### config.mk
export PLATFORM = sky130hd
export DESIGN_NAME = dcache_ctrl
export DESIGN_NICKNAME = d
export VERILOG_FILES = /design/src/hdl/dcache_pkg.sv /design/src/hdl/dcache_ctrl.sv
export SDC_FILE = /design/constraint.sdc
export NUM_CORES = 1
export LEC_CHECK = 0
export BUFFER_PORTS_ARGS = -buffer_cell sky130_fd_sc_hd__buf_2
export CAP_MARGIN = 25
export CORE_AREA = 3 3 81 83
export CTS_BUF_LIST = sky130_fd_sc_hd__clkbuf_16
export CTS_CLUSTER_SIZE = 20
export DETAILED_ROUTE_END_ITERATION = 12
export DIE_AREA = 0 0 84 86
export GPL_TIMING_DRIVEN = 0
export PLACE_DENSITY_LB_ADDON = 0.1
export RECOVER_POWER = 100
export SYNTH_ARGS = -nofsm -noshare
export SYNTH_HDL_FRONTEND = slang
export SYNTH_SLANG_ARGS = --single-unit
export TNS_END_PERCENT = 20
### constraint.sdc
create_clock -name clock -period 1.6 [get_ports clock]
set_input_delay 0.32 -clock clock [delete_from_list [all_inputs] [get_ports clock]]
set_output_delay 0.32 -clock clock [all_outputs]
set_load 0.03 [all_outputs]
### src/hdl/dcache_pkg.sv
package dcache_pkg;

    // Processor word and AXI data beat share one width
    localparam int data_width     = 64;
    localparam int beats_per_line = 8;
    localparam int line_width     = data_width * beats_per_line;
    localparam int offset_width   = $clog2(line_width / 8);  // Byte offset inside a line

    // AXI burst fields for moving one full line
    localparam logic [7:0] axi_len_line   = 8'(beats_per_line - 1);
    localparam logic [2:0] axi_size_word  = 3'd3;  // 8 bytes per beat
    localparam logic [1:0] axi_burst_incr = 2'b01;

    localparam logic [data_width/8-1:0] strb_full = '1;

    // Controller sequencing
    typedef enum logic [2:0] {
        st_idle,     // Waiting for a request, hits answered from here
        st_respond,  // resp_valid high, request still held
        st_evict,    // Dirty victim going out
        st_fill,     // Line coming in
        st_install   // Filled line written into the arrays
    } ctrl_state_t;

endpackage

### src/hdl/dcache_ctrl.sv
`timescale 1ns/1ps

module dcache_ctrl import dcache_pkg::*; #(
    parameter int addr_width = 32
) (
    input  logic                  clock,
    input  logic                  reset,
    input  logic                  req_valid,
    input  logic                  req_write,
    input  logic                  hit,
    input  logic [data_width-1:0] read_word,
    input  logic                  victim_dirty,
    input  logic                  mover_done,
    output logic                  resp_valid,
    output logic [data_width-1:0] resp_rdata,
    output logic                  word_write,
    output logic                  line_install,
    output logic                  read_start,
    output logic                  write_start
);

    ctrl_state_t state_q;
    ctrl_state_t state_d;
    logic        lookup;  // Request seen while idle
    logic        miss;

    // Address must hold at least a tag bit and a set bit above the line offset
    if (addr_width < offset_width + 2) begin : g_addr_check
        $error("dcache_ctrl: addr_width too small for the line geometry");
    end

    assign lookup       = (state_q == st_idle) && req_valid;
    assign miss         = lookup && !hit;
    assign word_write   = lookup && hit && req_write;
    assign write_start  = miss && victim_dirty;
    // Fill starts at once on a clean miss, or right after the write-back
    assign read_start   = (miss && !victim_dirty) || ((state_q == st_evict) && mover_done);
    assign line_install = (state_q == st_install);

    always_comb begin
        state_d = state_q;
        case (state_q)
            st_idle: begin
                if (lookup && hit)
                    state_d = st_respond;
                else if (write_start)
                    state_d = st_evict;
                else if (read_start)
                    state_d = st_fill;
            end
            st_respond: begin
                state_d = st_idle;  // Requester may change the request after this
            end
            st_evict: begin
                if (mover_done)
                    state_d = st_fill;
            end
            st_fill: begin
                if (mover_done)
                    state_d = st_install;
            end
            st_install: begin
                state_d = st_idle;  // Retried request hits from idle
            end
            default: begin
                state_d = st_idle;
            end
        endcase
    end

    always_ff @(posedge clock) begin
        if (reset) begin
            state_q    <= st_idle;
            resp_valid <= 1'b0;
        end else begin
            state_q    <= state_d;
            resp_valid <= lookup && hit;
        end
    end

    // Response data, meaningful for reads only
    always_ff @(posedge clock) begin
        if (lookup && hit)
            resp_rdata <= read_word;
    end

    a_start_excl: assert property (@(posedge clock) disable iff (reset)
        !(read_start && write_start));

endmodule

==> impl_metrics.csv <==
group,metric,value,unit
logic_synthesis,postSynthCellCount,89,
setup_path,worstPathMaxFanout,5,
sta,skew,4.534,ps
global_route,antenna_found_initial,0,
layout,num_antenna_cells,0,
cts,clk_path_buf_depth,2,
layout,synthToLayoutAreaGrowth,49.59,%
logic_synthesis,ys_types,18,
global_route,grt_overflow_total,0,
layout,multiInputGateArea,176.4,um^2
die,io_pins,140,
logic_synthesis,syn_avg_cell_area,24.10,um^2
setup_path,cp-start-kind,"flop",
layout,num-fill-cells,533,
sta,relSlewSlack,69.39,%
sta,clock.fmax,597.5,MHz
cts,cts_made_buffers,9,
die,fp.dieW,84,um
cts,cts_hold_buf,0,
sta,period_needed,1674,ps
sta,worstMarginPinSlew,459.2,ps
sta,rsz0062_at_grt,"yes",
detailed_routing,drt-initial-drc-count,64,
outcome,violations,"setup timing",
global_route,grt_pass1_wl,7438,um
cts,path_clk_slew,50,ps
die,initial_core_util,36.22,%
sta,fin_ws,-73.74,ps
setup_path,slowest_stage,"dfxtp_4",
setup_path,r2r_start,"state_q[1]",
sta,finalHoldViolations,0,
die,coreArea,5921,um^2
logic_synthesis,ys_warn_count,0,
cts,htreeDepth,3,
setup_path,critPathLaunch,"state_q[1]",
detailed_routing,vias,1404,
logic_synthesis,synth_seq_cells,68,
sta,holdWs,177.9,ps
setup_path,path_buf_inv,1,
setup_path,cp_slowest_stage_delay,360,ps
detailed_routing,drt-pass1-iter-count,4,
layout,seqCellArea,2009,um^2
place,dpl.hpwl,3381,um
place,dp.cells,303,
layout,nNetsFinal,318,
place,port_buffers,139,
detailed_routing,wire_per_inst,15.63,um
cts,cts-root-buf,"clkbuf_16",
setup_path,cp.required,1280,ps
sta,fin_crit_sh,104.6,%
setup_path,crit_end,"word_write",
detailed_routing,drc,0,
run,maxCapViolCount,0,
logic_synthesis,syn_nets,160,
setup_path,reg2reg_to,"resp_rdata[53]",
global_route,grt_start_max_net_pins,34,
setup_path,rrSetupSlack,30,ps
setup_path,crit_family,"simple AND/OR/NAND/NOR gates",
detailed_routing,drt-total-wl,5097,um
setup_path,end_kind,"primary output",
power,power_leakage,1.245,nW
sta,setup_viol,2,
place,gp_congestion,0.7285,
layout,layout-drive-gt1-share,39.84,%
setup_path,crit_chain,"nor3_4 -> and3_4 -> and2_4 -> buf_6",
die,die_h,86,um
setup_path,crit_cells,4,
outcome,status,"finished, violations left",
logic_synthesis,syn-cell-area,2145,um^2
setup_path,path_class,"reg2out",
layout,stdcell_count,326,
hold_path,hold_path_class,"in2reg",
setup_path,reg2reg_depth,3,
cts,clock_sinks,68,
detailed_routing,ant_nets,0,
power,ir_drop,0.5951,mV
die,rows,28,
power,powerDensity,1289,nW/um^2
die,die_area,7224,um^2
logic_synthesis,seq_area_frac_synth,93.35,%
cts,worstSkewPairLatency,310,ps
detailed_routing,via_per_inst,4.307,
global_route,first_global_vias,1370,
global_route,grtUsageTotal,14.03,%
cts,cts_tree,"yes",
setup_path,crit_arrival,1350,ps
sta,drv_slew,0,
-- cells by family (layout without fill, tap and decap cells) --
kind of cell | count (synthesis) | in the layout | share of synthesized area [%]
AO/OA/AOI/OAI | 3 | 3 | 0.8752
flip-flops | 68 | 68 | 93.35
buffers and inverters | 1 | 161 | 0.1749
AND/OR/NAND/NOR | 16 | 18 | 5.193
XOR/XNOR | 1 | 1 | 0.4085
-- per-stage QoR --
stage / setup WS (ps) / cell area [um^2] / util, % / power, mW / setup TNS, ps
2_1_floorplan: -170.5 / 2147 / - / 2.342 / -170.5
3_3_place_gp: -556.8 / 2937 / 49.60 / 2.514 / -12160
3_5_place_dp: -541.4 / 2937 / 49.60 / 2.521 / -11060
4_1_cts: -158.3 / 3248 / 54.86 / 4.195 / -263.4
5_1_grt: -126.8 / 3208 / 54.18 / 4.316 / -1203
6_report: -73.74 / 3208 / 54.18 / 4.136 / -102.5
-- flip-flops by register name, indices dropped and copies added (netlist names) --
name,count
resp_rdata,64
state_q,3
resp_valid,1
-- cell usage after synthesis --
master | count | area share [%]
inv_1 | 1 | 0.17
nor2_1 | 2 | 0.35
o2111ai_1 | 1 | 0.41
nor3_1 | 1 | 0.23
nor3_2 | 2 | 0.93
and2b_1 | 1 | 0.35
and4b_1 | 1 | 0.47
and2_1 | 2 | 0.58
nor3b_1 | 1 | 0.35
xor2_1 | 1 | 0.41
dfxtp_1 | 4 | 3.7
edfxtp_1 | 64 | 90
nand2_1 | 2 | 0.35
nor4b_1 | 1 | 0.41
and3_4 | 1 | 0.53
a21oi_1 | 2 | 0.47
and4_1 | 1 | 0.41
nand3_1 | 1 | 0.23
-- worst register-to-register path, delay by kind of cell, from the launching register on --
kind	cells	cell delay (ps)
buffers and inverters	1	140
AND/OR/NAND/NOR	2	690
flip-flops	1	360
-- worst min path at each step --
stage / startpoint / to / slack [ps] / cells past startpoint
CTS: read_word[28] / resp_rdata[28] / 170 / 1
global placement: read_word[21] / resp_rdata[21] / 500 / 1
floorplan: reset / state_q[1] / 400 / 1
detailed placement: read_word[25] / resp_rdata[25] / 500 / 1
finish: read_word[21] / resp_rdata[21] / 180 / 1
global route: read_word[27] / resp_rdata[27] / 160 / 1
-- area by class of cell --
type                       count  share of cell area (%)
clock inverter                 6                  0.8190
sequential                    68                   62.64
clock buffer                   9                   7.020
inverter                       1                  0.1170
timing repair buffer         145                   20.98
tap                           75                   2.925
multi-input combinational     22                   5.499
-- power breakdown --
part           switching [mW]  internal [mW]  total (mW)
combinational           0.288          0.134       0.422
clock                   0.620           1.01        1.63
sequential             0.0274           2.06        2.08
-- timing repair --
item                                    4_1_cts  5_1_grt
pin swaps                                     3        2
endpoints found under the setup margin       68       22
resized for setup                            10        5
setup buffers                                 2        4
cloned                                        2        0
-- layout by cell type, fill, tap and decap left out, types with 2 or more instances in the layout --
cell type,n
nand2_1,2
dfxtp_4,2
buf_6,2
a21oi_1,2
edfxtp_1,64
buf_4,7
and3_4,3
inv_1,4
dfxtp_1,2
nor2_1,2
clkbuf_1,66
clkinv_2,3
buf_2,70
clkbuf_16,9
-- routing by layer --
layer | share of wire [%] | GRT usage, % | wire length [um] | vias up
li1 | - | - | - | 675
met4 | 2.0 | 8.041 | 104 | 0
met1 | 39 | 16.57 | 1996 | 646
met2 | 51 | 22.20 | 2604 | 74
met3 | 7.7 | 5.187 | 393 | 9
met5 | 0 | 0 | 0 | -
(Power assumes the default switching activity.)
