## src/hdl/dcache_pkg.sv

```systemverilog
package dcache_pkg;

    // Processor word and AXI data beat share one width
    localparam int data_width     = 64;
    localparam int beats_per_line = 8;
    localparam int line_width     = data_width * beats_per_line;
    localparam int offset_width   = $clog2(line_width / 8);  // Byte offset inside a line

    // AXI burst fields for moving one full line
    localparam logic [7:0] axi_len_line   = 8'(beats_per_line - 1);
    localparam logic [2:0] axi_size_word  = 3'd3;  // 8 bytes per beat
    localparam logic [1:0] axi_burst_incr = 2'b01;

    localparam logic [data_width/8-1:0] strb_full = '1;

    // Controller sequencing
    typedef enum logic [2:0] {
        st_idle,     // Waiting for a request, hits answered from here
        st_respond,  // resp_valid high, request still held
        st_evict,    // Dirty victim going out
        st_fill,     // Line coming in
        st_install   // Filled line written into the arrays
    } ctrl_state_t;

endpackage

```

## src/hdl/axi_line_mover.sv

```systemverilog
`timescale 1ns/1ps

module axi_line_mover import dcache_pkg::*; #(
    parameter int addr_width = 32
) (
    input  logic                    clock,
    input  logic                    reset,
    input  logic                    read_start,
    input  logic [addr_width-1:0]   read_addr,
    input  logic                    write_start,
    input  logic [addr_width-1:0]   write_addr,
    input  logic [line_width-1:0]   write_line,
    output logic                    done,
    output logic [line_width-1:0]   fill_line,
    output logic                    arvalid,
    input  logic                    arready,
    output logic [addr_width-1:0]   araddr,
    output logic [7:0]              arlen,
    output logic [2:0]              arsize,
    output logic [1:0]              arburst,
    input  logic                    rvalid,
    output logic                    rready,
    input  logic [data_width-1:0]   rdata,
    input  logic                    rlast,
    output logic                    awvalid,
    input  logic                    awready,
    output logic [addr_width-1:0]   awaddr,
    output logic [7:0]              awlen,
    output logic [2:0]              awsize,
    output logic [1:0]              awburst,
    output logic                    wvalid,
    input  logic                    wready,
    output logic [data_width-1:0]   wdata,
    output logic [data_width/8-1:0] wstrb,
    output logic                    wlast,
    input  logic                    bvalid,
    output logic                    bready
);

    localparam int beat_width = $clog2(beats_per_line);
    localparam logic [beat_width-1:0] last_beat = beat_width'(beats_per_line - 1);

    typedef enum logic [2:0] {mv_idle, mv_ar, mv_r, mv_aw, mv_w, mv_b} mover_state_t;

    mover_state_t          state_q;
    logic [beat_width-1:0] beat_q;  // W beat index into write_line
    logic [addr_width-1:0] addr_q;

    always_ff @(posedge clock) begin
        if (reset) begin
            state_q <= mv_idle;
            beat_q  <= '0;
            done    <= 1'b0;
        end else begin
            done <= 1'b0;
            case (state_q)
                mv_idle: begin
                    beat_q <= '0;
                    if (read_start)
                        state_q <= mv_ar;
                    else if (write_start)
                        state_q <= mv_aw;
                end
                mv_ar: if (arready) state_q <= mv_r;
                mv_r: begin
                    if (rvalid && rlast) begin
                        state_q <= mv_idle;
                        done    <= 1'b1;
                    end
                end
                mv_aw: if (awready) state_q <= mv_w;
                mv_w: begin
                    if (wready) begin
                        beat_q <= beat_q + 1'b1;
                        if (wlast)
                            state_q <= mv_b;
                    end
                end
                mv_b: begin
                    if (bvalid) begin
                        state_q <= mv_idle;
                        done    <= 1'b1;
                    end
                end
                default: state_q <= mv_idle;
            endcase
        end
    end

    // Line-aligned burst address, and R beats shifted in from the top
    always_ff @(posedge clock) begin
        if (state_q == mv_idle && (read_start || write_start))
            addr_q <= {(read_start ? read_addr[addr_width-1:offset_width]
                                   : write_addr[addr_width-1:offset_width]),
                       {offset_width{1'b0}}};
        if (rvalid && rready)
            fill_line <= {rdata, fill_line[line_width-1:data_width]};
    end

    assign arvalid = (state_q == mv_ar);
    assign araddr  = addr_q;
    assign arlen   = axi_len_line;
    assign arsize  = axi_size_word;
    assign arburst = axi_burst_incr;
    assign rready  = (state_q == mv_r);
    assign awvalid = (state_q == mv_aw);
    assign awaddr  = addr_q;
    assign awlen   = axi_len_line;
    assign awsize  = axi_size_word;
    assign awburst = axi_burst_incr;
    assign wvalid  = (state_q == mv_w);
    assign wdata   = write_line[beat_q*data_width +: data_width];
    assign wstrb   = strb_full;
    assign wlast   = (state_q == mv_w) && (beat_q == last_beat);
    assign bready  = (state_q == mv_b);

    a_wlast_valid: assert property (@(posedge clock) disable iff (reset) wlast |-> wvalid);

endmodule

```

## config.mk

```make
export PLATFORM = sky130hd
export DESIGN_NAME = axi_line_mover
export DESIGN_NICKNAME = d
export VERILOG_FILES = /design/src/hdl/dcache_pkg.sv /design/src/hdl/axi_line_mover.sv
export SDC_FILE = /design/constraint.sdc
export NUM_CORES = 1
export LEC_CHECK = 0
export BUFFER_PORTS_ARGS = -buffer_cell sky130_fd_sc_hd__buf_4
export CORE_AREA = 3 3 512 514
export CTS_CLUSTER_SIZE = 25
export DETAILED_ROUTE_END_ITERATION = 8
export DIE_AREA = 0 0 515 517
export PLACE_DENSITY = 0.31
export SETUP_SLACK_MARGIN = 0.1
export SLEW_MARGIN = 20
export SYNTH_ARGS = -nofsm -noshare
export SYNTH_HDL_FRONTEND = slang
export SYNTH_SLANG_ARGS = --single-unit
```

## constraint.sdc

```tcl
create_clock -name clock -period 40 [get_ports clock]
set_input_delay 8 -clock clock [delete_from_list [all_inputs] [get_ports clock]]
set_output_delay 8 -clock clock [all_outputs]
set_load 0.05 [all_outputs]
```

==> load_flow_metrics.sql <==
INSERT INTO impl_metrics (metric_group, metric, value, unit) VALUES
('outcome', 'run_status', 'finished, violations left', ''),
('outcome', 'failed_checks', 'antenna violations', ''),
('power_and_ir_drop', 'power_frac_seq', '37.5', '%'),
('detailed_routing', 'via_count', '16600', ''),
('detailed_routing', 'post_drt_wl_per_cell', '36.1', 'um'),
('setup_path', 'crit_path_start_kind', 'primary input', ''),
('yosys', 'number_of_register_bits_inferred_by_synthesis', '545', ''),
('sta', 'timing.final.ws_setup', '22.39', 'ns'),
('sta', 'slew-limit-headroom', '28.0', '%'),
('cts', 'worstSkewPairLatency', '0.70', 'ns'),
('detailed_routing', 'post_drt_via_cell_ratio', '2.91', ''),
('sta', 'final_hold_viols', '0', ''),
('floorplan', 'fp.dieArea', '266000', 'um2'),
('layout', 'multi_input_logic_area', '4390', 'um2'),
('sta', 'fin_crit_sh', '44.0', '%'),
('power_and_ir_drop', 'switching_share', '40.1', '%'),
('cts', 'buffer_levels_on_the_longest_clock_path', '3', ''),
('place', 'numPlacedInstances', '5523', ''),
('setup_path', 'worst_ep_required_time', '32.00', 'ns'),
('cts', 'cts_tree', 'built', ''),
('sta', 'rsz0062_at_grt', 'false', ''),
('global_routing', 'grt_max_degree', '159', ''),
('detailed_routing', 'met3_length', '30.1', 'mm'),
('layout', 'seq_area', '16300', 'um2'),
('layout', 'layout.cells.most_common_list', '1279 x buf_4, 538 x edfxtp_1, 128 x mux4_2', ''),
('sta', 'timing.clock.skew', '0.0351', 'ns'),
('floorplan', 'boundaryPins', '1331', ''),
('cts', 'cts_sinks', '545', ''),
('sta', 'timing_max_transition_violations_final', '0', ''),
('sta', 'timing.fmax', '0.0568', 'GHz'),
('yosys', 'synthDistinctLibCells', '33', ''),
('sta', 'final_number_of_setup_violating_endpoints', '0', ''),
('power_and_ir_drop', 'p_per_area', '59.0', 'nW/um2'),
('place', 'port_buffers', '1272', ''),
('setup_path', 'critical_path.endpoint_type', 'primary output', ''),
('setup_path', 'critical_path_arrival', '9.61', 'ns'),
('detailed_routing', 'route.detailed.drc', '0', ''),
('setup_path', 'path_max_fanout', '11', ''),
('detailed_routing', 'm1WireLength', '90.1', 'mm'),
('global_routing', 'grt.overflow.total', '0', ''),
('yosys', 'ys_seq_area_share', '76.5', '%'),
('power_and_ir_drop', 'p_switching', '0.000881', 'W'),
('power_and_ir_drop', 'leakage_power', '13.6', 'nW'),
('detailed_routing', 'drt-pass1-iter-count', '5', ''),
('place', 'gp_routability_congestion', '1.01', ''),
('detailed_routing', 'routed_wl', '207', 'mm'),
('power_and_ir_drop', 'worst_case_vdd_ir_drop', '32.9', 'uV'),
('yosys', 'synthesis.area', '21300', 'um2'),
('place', 'preCtsSetupSlack', '22.50', 'ns'),
('cts', 'post_cts_setup_inserts', '0', ''),
('cts', 'cts-resized-gates', '0', ''),
('layout', 'commonest_non_fill_non_tap_cell_in_the_layout', 'buf_4', ''),
('sta', 'period_needed', '17.61', 'ns'),
('yosys', 'post_synth_inst_count', '928', ''),
('yosys', 'syn_avg_cell_area', '23.0', 'um2'),
('layout', 'synthToLayoutAreaGrowth', '74.7', '%'),
('power_and_ir_drop', 'proportion_of_power_drawn_by_combinational_gates', '31.8', '%'),
('sta', 'setup_total_negative_slack', '0', 'ns'),
('floorplan', 'die_w', '515', 'um'),
('sta', 'worst_slew_pin_slew', '1.08', 'ns'),
('global_routing', 'globalRouteTotalUtil', '14.7', '%'),
('layout', 'filler_cell_count', '28800', ''),
('cts', 'cell_at_the_root_of_the_clock_tree', 'clkbuf_16', ''),
('detailed_routing', 'dr.first_iter.drc_count', '2387', ''),
('floorplan', 'start_util', '8.28', '%'),
('run', 'max-cap-violations', '0', ''),
('power_and_ir_drop', 'p_int', '0.00132', 'W'),
('layout', 'nNetsFinal', '2870', ''),
('cts', 'cts_inserted_buffers', '77', ''),
('layout', 'utilization', '14.5', '%'),
('detailed_routing', 'ant_nets', '2', '');
==> cell families (layout without fill, tap and decap cells) <==
family,count (synthesis),count (layout),synth area share [%]
DFF,545,545,76.5
adders and majority gates,2,2,0.117
AOI/OAI and AO/OA,13,13,0.423
other,2,111,0.0353
muxes,222,222,18.5
buffers and inverters,117,1422,3.73
and+or+nand+nor,27,27,0.699
==> sequential cells by signal (all words and copies together) (netlist names) <==
name       count
fill_line    512
state_q        3
araddr        26
beat_q         3
done           1
==> critical path, stage by stage <==
cell    delay [ns]
buf_4         0.19
mux4_2        0.77
mux2_2        0.38
buf_4         0.19
==> final timing paths <==
kind / startpoint / to / slack (ns) / cells after the start
min reg2reg: fill_line[177] / fill_line[113] / 0.43 / 0
max reg2reg: state_q[1] / fill_line[263] / 35.33 / 5
max: write_line[319] / wdata[63] / 22.39 / 4
min: fill_line[177] / fill_line[113] / 0.43 / 0
==> cell usage after synthesis (all sizes together) <==
| cell type | n | share of area (%) |
|---|---|---|
| edfxtp | 538 | 76 |
| mux4 | 128 | 14 |
| buf | 98 | 3.4 |
| mux2 | 93 | 4.9 |
| clkbuf | 17 | 0.30 |
| dfxtp | 7 | 0.66 |
| nor3 | 5 | 0.12 |
| o21ai | 5 | 0.12 |
| a21oi | 4 | 0.094 |
| nand2 | 4 | 0.070 |
| nor2 | 4 | 0.070 |
| and3 | 3 | 0.088 |
| nor2b | 3 | 0.088 |
| conb | 2 | 0.035 |
| ha | 2 | 0.12 |
| inv | 2 | 0.035 |
| a2111o | 1 | 0.053 |
| a22oi | 1 | 0.035 |
| and2 | 1 | 0.029 |
| mux2i | 1 | 0.047 |
| nand2b | 1 | 0.029 |
| nand3 | 1 | 0.023 |
| nand3b | 1 | 0.035 |
| nand4 | 1 | 0.029 |
| nand4b | 1 | 0.041 |
| nor3b | 1 | 0.035 |
| nor4b | 1 | 0.041 |
| o21ba | 1 | 0.047 |
| o311ai | 1 | 0.076 |
==> power by group through the flow <==
stage / clock (W) / sequential (W) / combinational [W]
after floorplan: 0 / 0.00113 / 0.000151
after global placement: 0 / 0.000839 / 0.000711
after detailed placement: 0 / 0.000840 / 0.000708
after CTS: 0.000711 / 0.000830 / 0.000709
after global routing: 0.000728 / 0.000837 / 0.000717
final: 0.000673 / 0.000825 / 0.000698
==> final cells by class <==
cell class | count | share of cell area, %
flip-flops and latches | 545 | 43.8
repair buffers | 1282 | 26.0
multi-input cells | 310 | 11.8
well taps | 3384 | 11.4
clock buffers | 97 | 5.38
clock inverters | 41 | 1.19
diodes | 65 | 0.437
inverters | 2 | 0.0202
==> layer usage <==
metal / vias to the layer above / track usage [%]
met1: 8552 / 20.2
met3: 284 / 8.58
met4: 100 / 2.23
met5: - / 0
li1: 6436 / -
met2: 1270 / 19.9
==> per-stage QoR <==
stage / instance area [um2] / hold WS, ns / total power, W
5_1_grt: 37000 / 0.441 / 0.00228
2_1_floorplan: 21500 / 0.616 / 0.00128
3_3_place_gp: 34600 / 0.431 / 0.00155
6_report: 37200 / 0.427 / 0.00220
3_5_place_dp: 34600 / 0.434 / 0.00155
4_1_cts: 37000 / 0.414 / 0.00225
Note: power is estimated with default switching activity, not from simulation.
